File: src/source/fetch_params.svh
// Size and reset macros for the fetch front end, included by the package and the RTL files
`ifndef FETCH_PARAMS_SVH
`define FETCH_PARAMS_SVH

// Byte address width
`define FETCH_AW 32

// Instructions per fetch window, a power of two
`define FETCH_WIDTH 2

// Fetch queue entries, a power of two
`define FETCH_IQ_DEPTH 8

// log2 of the BTB entry count
`define FETCH_BTB_P_NUM 4

// First fetch address after reset, in bytes
`define FETCH_RST_VECTOR 32'h0000_1000

`endif

File: src/source/fetch_pkg.sv
// Shared types of the fetch front end, imported by each RTL module that uses them
`include "fetch_params.svh"

package fetch_pkg;

   // Instruction address, byte offset bits dropped
   typedef logic [`FETCH_AW-3:0] pc_t;

   typedef logic [31:0] insn_t;

   // Direct-mapped BTB index, low bits of a pc_t
   typedef logic [`FETCH_BTB_P_NUM-1:0] btb_idx_t;

   // Four-phase memory port states
   typedef enum logic [1:0] {
      IMEM_IDLE,
      IMEM_WAIT_ACK,
      IMEM_WAIT_RELEASE
   } imem_state_t;

endpackage

File: src/source/pc_gen.sv
// Program counter and next-PC logic, instantiated by the fetch front end top level
`include "fetch_params.svh"

module pc_gen
   import fetch_pkg::*;
(
   input  logic                               clk,
   input  logic                               rst_n,
   input  logic                               flush,
   input  pc_t                                flush_tgt,
   input  logic                               fetch_done,
   input  logic                               port_idle,
   input  logic                               iq_ready,
   input  logic [`FETCH_WIDTH-1:0]            slot_hit,
   input  pc_t  [`FETCH_WIDTH-1:0]            slot_tgt,
   output logic                               fetch_start,
   output pc_t                                fetch_pc,
   output logic [$clog2(`FETCH_WIDTH):0]      push_cnt,
   output logic [`FETCH_WIDTH-1:0]            slot_valid
);
   localparam int P_FW = $clog2(`FETCH_WIDTH);

   pc_t              pc;
   pc_t              pc_nxt;
   pc_t              pred_tgt;
   logic             pred_taken;
   logic             blocked;
   logic [P_FW-1:0]  slot_ofs;

   // Window base and the slot the PC points at
   assign fetch_pc = pc & ~pc_t'(`FETCH_WIDTH - 1);
   assign slot_ofs = pc[P_FW-1:0];

   // Slot mask at or after the PC and cut after the first predicted-taken slot
   always_comb
   begin
      blocked = 1'b0;
      pred_taken = 1'b0;
      pred_tgt = pc;
      push_cnt = '0;
      for (int i = 0; i < `FETCH_WIDTH; i++)
      begin
         slot_valid[i] = (int'(slot_ofs) <= i) && !blocked;
         if (slot_valid[i])
         begin
            push_cnt++;
            if (slot_hit[i])
            begin
               pred_taken = 1'b1;
               pred_tgt = slot_tgt[i];
               blocked = 1'b1;
            end
         end
      end
   end

   assign pc_nxt = pred_taken ? pred_tgt : pc + pc_t'(push_cnt);

   // Flush wins over the window result
   always_ff @(posedge clk)
   begin
      if (!rst_n)
         pc <= pc_t'(`FETCH_RST_VECTOR >> 2);
      else if (flush)
         pc <= flush_tgt;
      else if (fetch_done)
         pc <= pc_nxt;
   end

   // One-cycle request while the port sits idle and two queue slots are free
   always_ff @(posedge clk)
   begin
      if (!rst_n)
         fetch_start <= 1'b0;
      else
         fetch_start <= port_idle && iq_ready && !fetch_start && !flush;
   end

   a_start_idle: assert property (@(posedge clk) disable iff (!rst_n)
      $rose(fetch_start) |-> port_idle);

endmodule

File: src/source/btb.sv
// Direct-mapped branch target buffer, looked up per fetch slot and written from execute
`include "fetch_params.svh"

module btb
   import fetch_pkg::*;
(
   input  logic                     clk,
   input  logic                     rst_n,
   input  pc_t                      fetch_pc,
   input  logic                     bpu_wb,
   input  logic                     bpu_wb_taken,
   input  pc_t                      bpu_wb_pc,
   input  pc_t                      bpu_wb_tgt,
   output logic [`FETCH_WIDTH-1:0]  slot_hit,
   output pc_t  [`FETCH_WIDTH-1:0]  slot_tgt
);
   localparam int BTB_NUM = 1 << `FETCH_BTB_P_NUM;
   localparam int TAG_W   = `FETCH_AW - 2 - `FETCH_BTB_P_NUM;

   logic [BTB_NUM-1:0]  ent_valid;
   logic [TAG_W-1:0]    ent_tag [BTB_NUM];
   pc_t                 ent_tgt [BTB_NUM];

   btb_idx_t            wb_idx;
   logic [TAG_W-1:0]    wb_tag;

   assign wb_idx = bpu_wb_pc[`FETCH_BTB_P_NUM-1:0];
   assign wb_tag = bpu_wb_pc[`FETCH_AW-3:`FETCH_BTB_P_NUM];

   // Read port per slot of the window
   for (genvar i = 0; i < `FETCH_WIDTH; i++)
   begin : g_slot
      pc_t        slot_pc;
      btb_idx_t   rd_idx;

      assign slot_pc = fetch_pc + pc_t'(i);
      assign rd_idx = slot_pc[`FETCH_BTB_P_NUM-1:0];
      assign slot_hit[i] = ent_valid[rd_idx] &&
                           (ent_tag[rd_idx] == slot_pc[`FETCH_AW-3:`FETCH_BTB_P_NUM]);
      assign slot_tgt[i] = ent_tgt[rd_idx];
   end

   // Taken sets the entry; not-taken drops it only on a tag match
   always_ff @(posedge clk)
   begin
      if (!rst_n)
         ent_valid <= '0;
      else if (bpu_wb)
      begin
         if (bpu_wb_taken)
            ent_valid[wb_idx] <= 1'b1;
         else if (ent_tag[wb_idx] == wb_tag)
            ent_valid[wb_idx] <= 1'b0;
      end
   end

   always_ff @(posedge clk)
   begin
      if (bpu_wb && bpu_wb_taken)
      begin
         ent_tag[wb_idx] <= wb_tag;
         ent_tgt[wb_idx] <= bpu_wb_tgt;
      end
   end

endmodule

File: src/source/imem_port.sv
// Four-phase req/ack master that reads one fetch window from instruction memory
`include "fetch_params.svh"

module imem_port
   import fetch_pkg::*;
(
   input  logic                     clk,
   input  logic                     rst_n,
   input  logic                     fetch_start,
   input  pc_t                      fetch_pc,
   input  logic                     flush,
   input  logic                     imem_ack,
   input  insn_t [`FETCH_WIDTH-1:0] imem_rdata,
   output logic                     imem_req,
   output pc_t                      imem_addr,
   output logic                     port_idle,
   output logic                     fetch_done,
   output insn_t [`FETCH_WIDTH-1:0] fetch_ins
);
   imem_state_t   state;
   // Window went stale through a flush
   logic          killed;

   always_ff @(posedge clk)
   begin
      if (!rst_n)
      begin
         state <= IMEM_IDLE;
         imem_req <= 1'b0;
         killed <= 1'b0;
         fetch_done <= 1'b0;
      end
      else
      begin
         fetch_done <= 1'b0;
         case (state)
            IMEM_IDLE:
               if (fetch_start)
               begin
                  state <= IMEM_WAIT_ACK;
                  imem_req <= 1'b1;
                  killed <= flush;
               end
            IMEM_WAIT_ACK:
               if (imem_ack)
               begin
                  state <= IMEM_WAIT_RELEASE;
                  imem_req <= 1'b0;
                  fetch_done <= !(killed || flush);
               end
               else
                  killed <= killed || flush;
            // Memory has to drop ack before the next request
            IMEM_WAIT_RELEASE:
               if (!imem_ack)
                  state <= IMEM_IDLE;
            default:
               state <= IMEM_IDLE;
         endcase
      end
   end

   always_ff @(posedge clk)
   begin
      if (state == IMEM_IDLE && fetch_start)
         imem_addr <= fetch_pc;
      if (state == IMEM_WAIT_ACK && imem_ack)
         fetch_ins <= imem_rdata;
   end

   assign port_idle = (state == IMEM_IDLE);

   a_req_hold: assert property (@(posedge clk) disable iff (!rst_n)
      imem_req && !imem_ack |=> imem_req);
   a_addr_stable: assert property (@(posedge clk) disable iff (!rst_n)
      imem_req |=> !imem_req || $stable(imem_addr));

endmodule

File: src/source/fetch_queue.sv
// Fetch queue between the fetch window and decode, pushed and popped up to two wide
`include "fetch_params.svh"

module fetch_queue
   import fetch_pkg::*;
(
   input  logic                              clk,
   input  logic                              rst_n,
   input  logic                              flush,
   input  logic [$clog2(`FETCH_WIDTH):0]     push_cnt,
   input  logic                              fetch_done,
   input  insn_t [`FETCH_WIDTH-1:0]          fetch_ins,
   input  pc_t                               fetch_pc,
   input  logic [`FETCH_WIDTH-1:0]           slot_valid,
   input  logic [`FETCH_WIDTH-1:0]           slot_hit,
   input  pc_t   [`FETCH_WIDTH-1:0]          slot_tgt,
   input  logic [$clog2(`FETCH_WIDTH):0]     id_pop_cnt,
   output logic                              iq_ready,
   output logic [`FETCH_WIDTH-1:0]           id_valid,
   output insn_t [`FETCH_WIDTH-1:0]          id_ins,
   output pc_t   [`FETCH_WIDTH-1:0]          id_pc,
   output logic [`FETCH_WIDTH-1:0]           id_pred_taken,
   output pc_t   [`FETCH_WIDTH-1:0]          id_pred_tgt
);
   localparam int P_DEPTH = $clog2(`FETCH_IQ_DEPTH);

   typedef logic [P_DEPTH-1:0] ptr_t;
   typedef logic [P_DEPTH:0]   cnt_t;

   ptr_t    rptr;
   ptr_t    wptr;
   cnt_t    count;
   cnt_t    push_n;
   ptr_t    wr_ptr [`FETCH_WIDTH];

   insn_t   q_ins   [`FETCH_IQ_DEPTH];
   pc_t     q_pc    [`FETCH_IQ_DEPTH];
   logic    q_taken [`FETCH_IQ_DEPTH];
   pc_t     q_tgt   [`FETCH_IQ_DEPTH];

   assign push_n = fetch_done ? cnt_t'(push_cnt) : '0;

   // Compact the valid slots onto consecutive entries
   always_comb
   begin
      wr_ptr[0] = wptr;
      for (int i = 1; i < `FETCH_WIDTH; i++)
         wr_ptr[i] = wr_ptr[i-1] + ptr_t'(slot_valid[i-1]);
   end

   always_ff @(posedge clk)
   begin
      if (!rst_n || flush)
      begin
         rptr <= '0;
         wptr <= '0;
         count <= '0;
      end
      else
      begin
         rptr <= rptr + ptr_t'(id_pop_cnt);
         wptr <= wptr + ptr_t'(push_n);
         count <= count + push_n - cnt_t'(id_pop_cnt);
      end
   end

   always_ff @(posedge clk)
   begin
      if (fetch_done && !flush)
         for (int i = 0; i < `FETCH_WIDTH; i++)
            if (slot_valid[i])
            begin
               q_ins[wr_ptr[i]] <= fetch_ins[i];
               q_pc[wr_ptr[i]] <= fetch_pc + pc_t'(i);
               q_taken[wr_ptr[i]] <= slot_hit[i];
               q_tgt[wr_ptr[i]] <= slot_tgt[i];
            end
   end

   // Head entries towards decode
   for (genvar i = 0; i < `FETCH_WIDTH; i++)
   begin : g_issue
      ptr_t rd_ptr;

      assign rd_ptr = rptr + ptr_t'(i);
      assign id_valid[i] = (count > cnt_t'(i));
      assign id_ins[i] = q_ins[rd_ptr];
      assign id_pc[i] = q_pc[rd_ptr];
      assign id_pred_taken[i] = q_taken[rd_ptr];
      assign id_pred_tgt[i] = q_tgt[rd_ptr];
   end

   // Room for a full window
   assign iq_ready = (count <= cnt_t'(`FETCH_IQ_DEPTH - `FETCH_WIDTH));

   a_pop_bound: assert property (@(posedge clk) disable iff (!rst_n)
      int'(id_pop_cnt) <= $countones(id_valid));

endmodule

File: src/source/fetch_frontend.sv
// Top level of the instruction fetch front end, connecting PC, BTB, memory port and queue
`include "fetch_params.svh"

module fetch_frontend
   import fetch_pkg::*;
(
   input  logic                              clk,
   input  logic                              rst_n,
   input  logic                              flush,
   input  pc_t                               flush_tgt,
   // From execute
   input  logic                              bpu_wb,
   input  logic                              bpu_wb_taken,
   input  pc_t                               bpu_wb_pc,
   input  pc_t                               bpu_wb_tgt,
   // Instruction memory
   output logic                              imem_req,
   output pc_t                               imem_addr,
   input  logic                              imem_ack,
   input  insn_t [`FETCH_WIDTH-1:0]          imem_rdata,
   // To decode
   output logic [`FETCH_WIDTH-1:0]           id_valid,
   output insn_t [`FETCH_WIDTH-1:0]          id_ins,
   output pc_t   [`FETCH_WIDTH-1:0]          id_pc,
   output logic [`FETCH_WIDTH-1:0]           id_pred_taken,
   output pc_t   [`FETCH_WIDTH-1:0]          id_pred_tgt,
   input  logic [$clog2(`FETCH_WIDTH):0]     id_pop_cnt
);
   logic                            fetch_start;
   logic                            fetch_done;
   logic                            port_idle;
   logic                            iq_ready;
   pc_t                             fetch_pc;
   logic [$clog2(`FETCH_WIDTH):0]   push_cnt;
   logic [`FETCH_WIDTH-1:0]         slot_valid;
   logic [`FETCH_WIDTH-1:0]         slot_hit;
   pc_t   [`FETCH_WIDTH-1:0]        slot_tgt;
   insn_t [`FETCH_WIDTH-1:0]        fetch_ins;

   pc_gen pc_gen_i (
      .clk           (clk),
      .rst_n         (rst_n),
      .flush         (flush),
      .flush_tgt     (flush_tgt),
      .fetch_done    (fetch_done),
      .port_idle     (port_idle),
      .iq_ready      (iq_ready),
      .slot_hit      (slot_hit),
      .slot_tgt      (slot_tgt),
      .fetch_start   (fetch_start),
      .fetch_pc      (fetch_pc),
      .push_cnt      (push_cnt),
      .slot_valid    (slot_valid)
   );

   btb btb_i (
      .clk           (clk),
      .rst_n         (rst_n),
      .fetch_pc      (fetch_pc),
      .bpu_wb        (bpu_wb),
      .bpu_wb_taken  (bpu_wb_taken),
      .bpu_wb_pc     (bpu_wb_pc),
      .bpu_wb_tgt    (bpu_wb_tgt),
      .slot_hit      (slot_hit),
      .slot_tgt      (slot_tgt)
   );

   imem_port imem_port_i (
      .clk           (clk),
      .rst_n         (rst_n),
      .fetch_start   (fetch_start),
      .fetch_pc      (fetch_pc),
      .flush         (flush),
      .imem_ack      (imem_ack),
      .imem_rdata    (imem_rdata),
      .imem_req      (imem_req),
      .imem_addr     (imem_addr),
      .port_idle     (port_idle),
      .fetch_done    (fetch_done),
      .fetch_ins     (fetch_ins)
   );

   fetch_queue fetch_queue_i (
      .clk           (clk),
      .rst_n         (rst_n),
      .flush         (flush),
      .push_cnt      (push_cnt),
      .fetch_done    (fetch_done),
      .fetch_ins     (fetch_ins),
      .fetch_pc      (fetch_pc),
      .slot_valid    (slot_valid),
      .slot_hit      (slot_hit),
      .slot_tgt      (slot_tgt),
      .id_pop_cnt    (id_pop_cnt),
      .iq_ready      (iq_ready),
      .id_valid      (id_valid),
      .id_ins        (id_ins),
      .id_pc         (id_pc),
      .id_pred_taken (id_pred_taken),
      .id_pred_tgt   (id_pred_tgt)
   );

endmodule

File: config.mk
export PLATFORM = sky130hd
export DESIGN_NAME = fetch_frontend
export DESIGN_NICKNAME = d
export VERILOG_FILES = /design/src/source/fetch_pkg.sv /design/src/source/pc_gen.sv /design/src/source/btb.sv /design/src/source/imem_port.sv /design/src/source/fetch_queue.sv /design/src/source/fetch_frontend.sv
export VERILOG_INCLUDE_DIRS = /design/src /design/src/source
export SDC_FILE = /design/constraint.sdc
export NUM_CORES = 2
export LEC_CHECK = 0
export BUFFER_PORTS_ARGS = -buffer_cell sky130_fd_sc_hd__clkbuf_2
export CORE_MARGIN = 1
export CORE_UTILIZATION = 50
export CTS_BUF_LIST = sky130_fd_sc_hd__clkbuf_16
export CTS_CLUSTER_SIZE = 28
export DETAILED_ROUTE_END_ITERATION = 16
export GPL_ROUTABILITY_DRIVEN = 0
export PLACE_DENSITY = 0.75
export SYNTH_ARGS = -nofsm -noshare
export SYNTH_HDL_FRONTEND = slang
export SYNTH_SLANG_ARGS = --single-unit
File: constraint.sdc
create_clock -name clk -period 7.8 [get_ports clk]
set_input_delay 1.56 -clock clk [delete_from_list [all_inputs] [get_ports clk]]
set_output_delay 1.56 -clock clk [all_outputs]
set_load 0.1 [all_outputs]
==> impl_metrics.json <==
{
  "synth_area_um2": 86300,
  "drt_pass1_iterations": 5,
  "finalNonFillerCells": 7387,
  "final-max-slew-violation-count": 0,
  "status": "complete, no violations",
  "io_pins": 381,
  "drv_cap": 0,
  "routed_wl_mm": 247,
  "rsz0062_at_grt": "no",
  "worstReg2RegEnd": "pc_gen_i.pc[19]$_SDFFE_PN0N_",
  "drive_above_1_share": 0.397,
  "hold_end": "imem_port_i.fetch_done$_SDFF_PN0_",
  "hold_start": "imem_port_i.killed$_SDFFE_PN0P_",
  "fill_cells": 12733,
  "ys_warn_count": 0,
  "fp.dieW_um": 417,
  "multi_input_area_um2": 31200,
  "numClockSinks": 1798,
  "hpwl_mm": 150,
  "hold_violations": 0,
  "overflow": 0,
  "nNetsFinal": 5094,
  "core_area_um2": 172000,
  "cp_top_family": "simple AND/OR/NAND/NOR gates",
  "syn_area_per_cell_um2": 19.0,
  "grt_usage": 0.281,
  "clockBufferDepth": 3,
  "synthCells": 4542,
  "min-delay-path-class": "reg2reg",
  "finalSetupTns_ps": 0,
  "crit_path_start_kind": "register",
  "cp.arrival_ps": 6850,
  "seq_area_um2": 53300,
  "cp.required_ps": 8540,
  "cts_root_buf": "clkbuf_16",
  "vias": 47979,
  "ctsResizeCount": 0,
  "cp_num_buf_inv": 1,
  "yosysSeqAreaShare": 0.617,
  "critical_path.max_fanout": 24,
  "routedWlPerCell_um": 33.4,
  "ys_types": 65,
  "port_buffers": 379,
  "critPathSlowestCell": "or4_1",
  "yosysTopAreaCell": "edfxtp_1",
  "path_clk_slew_ps": 60,
  "pwr_density_cell_nw_per_um2": 232,
  "first_iter_violations": 5791,
  "tightest_slew_ps": 1340,
  "hold_buffers": 0,
  "grt_max_degree": 159,
  "post_cts_buffers": 0,
  "crit_type": "reg2reg",
  "dieArea_um2": 174000,
  "drc": 0,
  "vdd_ir_drop_max_mv": 0.177,
  "cts_inserted_buffers": 187,
  "die_y_um": 417,
  "finalClockSkew_ps": 48.7,
  "via_per_inst": 6.50,
  "synth_nets": 4721,
  "fmax_mhz": 164,
  "syn2layout_area_growth_pct": 12.4,
  "grt_pass1_wl_mm": 349,
  "holdWs_ps": 441,
  "dp_cells": 7036,
  "crit_chain": "buf_4 > mux4_1 > mux2i_1 > xor2_1 > nand2_1 > or4_1 > or4_1 > and2_1 > ha_1 > a21o_1 > nand2_1 > or2_2 > nor2_1 > nand3_1 > xnor2_1 > mux2i_1 > a211oi_1 > nor2_1",
  "antenna_found_initial": 21,
  "relSlewSlack": 0.0832,
  "hold_depth": 1,
  "synthTopCellsByArea": "edfxtp_1 60%, mux4_2 19%, mux2i_1 4.8%",
  "utilization": 0.565,
  "insertion_delay_ps": 870,
  "cpPeakStageDelay_ps": 730,
  "synth-seq-cells": 1798,
  "grt_pass1_vias": 48600,
  "r2r_slack_ps": 1690,
  "ant_nets": 0,
  "rows": 152,
  "finalCritPeriodShare": 0.783,
  "netlist.area_leader.share": 0.600,
  "p_leak_nw": 33.5,
  "period_needed_ps": 6110,
  "cts_tree": "built",
  "reg2reg_depth": 18,
  "ys_async_sr_fraction": 0,
  "ctsHtreeMaxLevel": 4,
  "synth-edff-count": 1725,
  "setup_viol": 0,
  "crit_path_end_kind": "register",
  "synth-main-ff-cell": "edfxtp_1",
  "start_util": 0.503
}
[state kept, by name, indices dropped and copies added (netlist names), named ones only]
signal	cells
btb_i.ent_tag	416
btb_i.ent_tgt	480
fetch_queue_i.count	4
fetch_queue_i.q_ins	256
fetch_queue_i.q_pc	240
fetch_queue_i.q_taken	8
fetch_queue_i.q_tgt	240
fetch_queue_i.rptr	3
fetch_queue_i.wptr	3
imem_port_i.fetch_done	1
imem_port_i.fetch_ins	64
imem_port_i.imem_addr	29
imem_port_i.imem_req	1
imem_port_i.killed	1
imem_port_i.state	2
pc_gen_i.fetch_start	1
pc_gen_i.pc	30
[Yosys cell counts (19+ instances only)]
cell type,instances
edfxtp_1,1725
mux4_2,713
mux2i_1,410
mux2_2,275
nor2b_1,228
mux2_4,168
clkbuf_1,166
nor2_1,105
dfxtp_1,73
buf_1,65
xor2_1,65
nand2_1,58
buf_2,51
xnor2_1,43
a21oi_1,31
inv_1,28
nand3_1,27
buf_6,23
a211oi_1,21
buf_12,20
nand2b_1,19
[cell families (layout without fill, tap and decap cells)]
group | count (synthesis) | count (layout) | share of synthesized area
adder cells (fa/ha/maj) | 17 | 17 | 0.00281
AND/OR/NAND/NOR | 529 | 529 | 0.0337
multiplexers | 1567 | 1567 | 0.299
other | 1 | 9 | 0.0000435
buffers and inverters | 375 | 902 | 0.0243
XOR/XNOR | 108 | 108 | 0.0110
flip-flops | 1798 | 1798 | 0.617
AO/OA/AOI/OAI | 147 | 147 | 0.0118
[where the power goes]
group | total (mW) | internal (mW) | switching [mW]
clock | 9.03 | 5.18 | 3.85
combinational | 2.72 | 0.868 | 1.85
sequential | 10.8 | 10.7 | 0.127
[cell usage in the layout, fill, tap and decap left out, types with 30 or more instances in the layout]
cell,synthesis,final
edfxtp_1,1725,1725
mux4_2,713,713
mux2i_1,410,399
clkbuf_2,0,377
mux2_2,275,275
nor2b_1,228,228
clkbuf_16,0,189
mux2_4,168,168
buf_4,15,132
nor2_1,105,92
inv_1,28,68
xor2_1,65,64
dfxtp_1,73,64
nand2_1,58,58
xnor2_1,43,43
a21oi_1,31,31
clkinv_1,1,30
clkinv_2,0,30
[routing by layer]
layer  routed length (um)  global-route usage  part of all wire
met5                  175                   0           0.00071
met1                89900               0.357              0.36
met2               119000               0.450              0.48
met3                23200              0.0628             0.094
met4                14900               0.155             0.060
[final cells by class]
type | count | area share
Clock inverter | 154 | 0.0153
Timing Repair Buffer | 530 | 0.0339
Sequential cell | 1798 | 0.549
Tap cell | 2310 | 0.0298
Inverter | 29 | 0.00133
Multi-Input combinational cell | 2369 | 0.321
Clock buffer | 189 | 0.0488
Antenna cell | 8 | 0.000206
[through the flow]
step / setup slack (ps) / power (mW) / cell area, um2
finish: 1690 / 22.5 / 97000
global route: 1400 / 23.1 / 97000
CTS: 1500 / 22.6 / 97000
detailed placement: 1760 / 13.7 / 90800
global placement: 1890 / 13.7 / 90800
floorplan: 890 / 12.9 / 86300
[worst max-delay path by stage]
stage / startpoint / end / cells after the start
2_1_floorplan: bpu_wb_pc[1] / btb_i.ent_tag[0][0]$_DFFE_PP_ / 5
3_3_place_gp: register / pc_gen_i.pc[19]$_SDFFE_PN0N_ / 18
3_5_place_dp: bpu_wb_pc[1] / register / 11
4_1_cts: fetch_queue_i.rptr[1]$_SDFF_PP0_ / id_ins[18] / 5
5_1_grt: fetch_queue_i.rptr[1]$_SDFF_PP0_ / id_ins[23] / 5
6_report: register / pc_gen_i.pc[19]$_SDFFE_PN0N_ / 18
No activity file was read; power rests on OpenSTA's default activity.
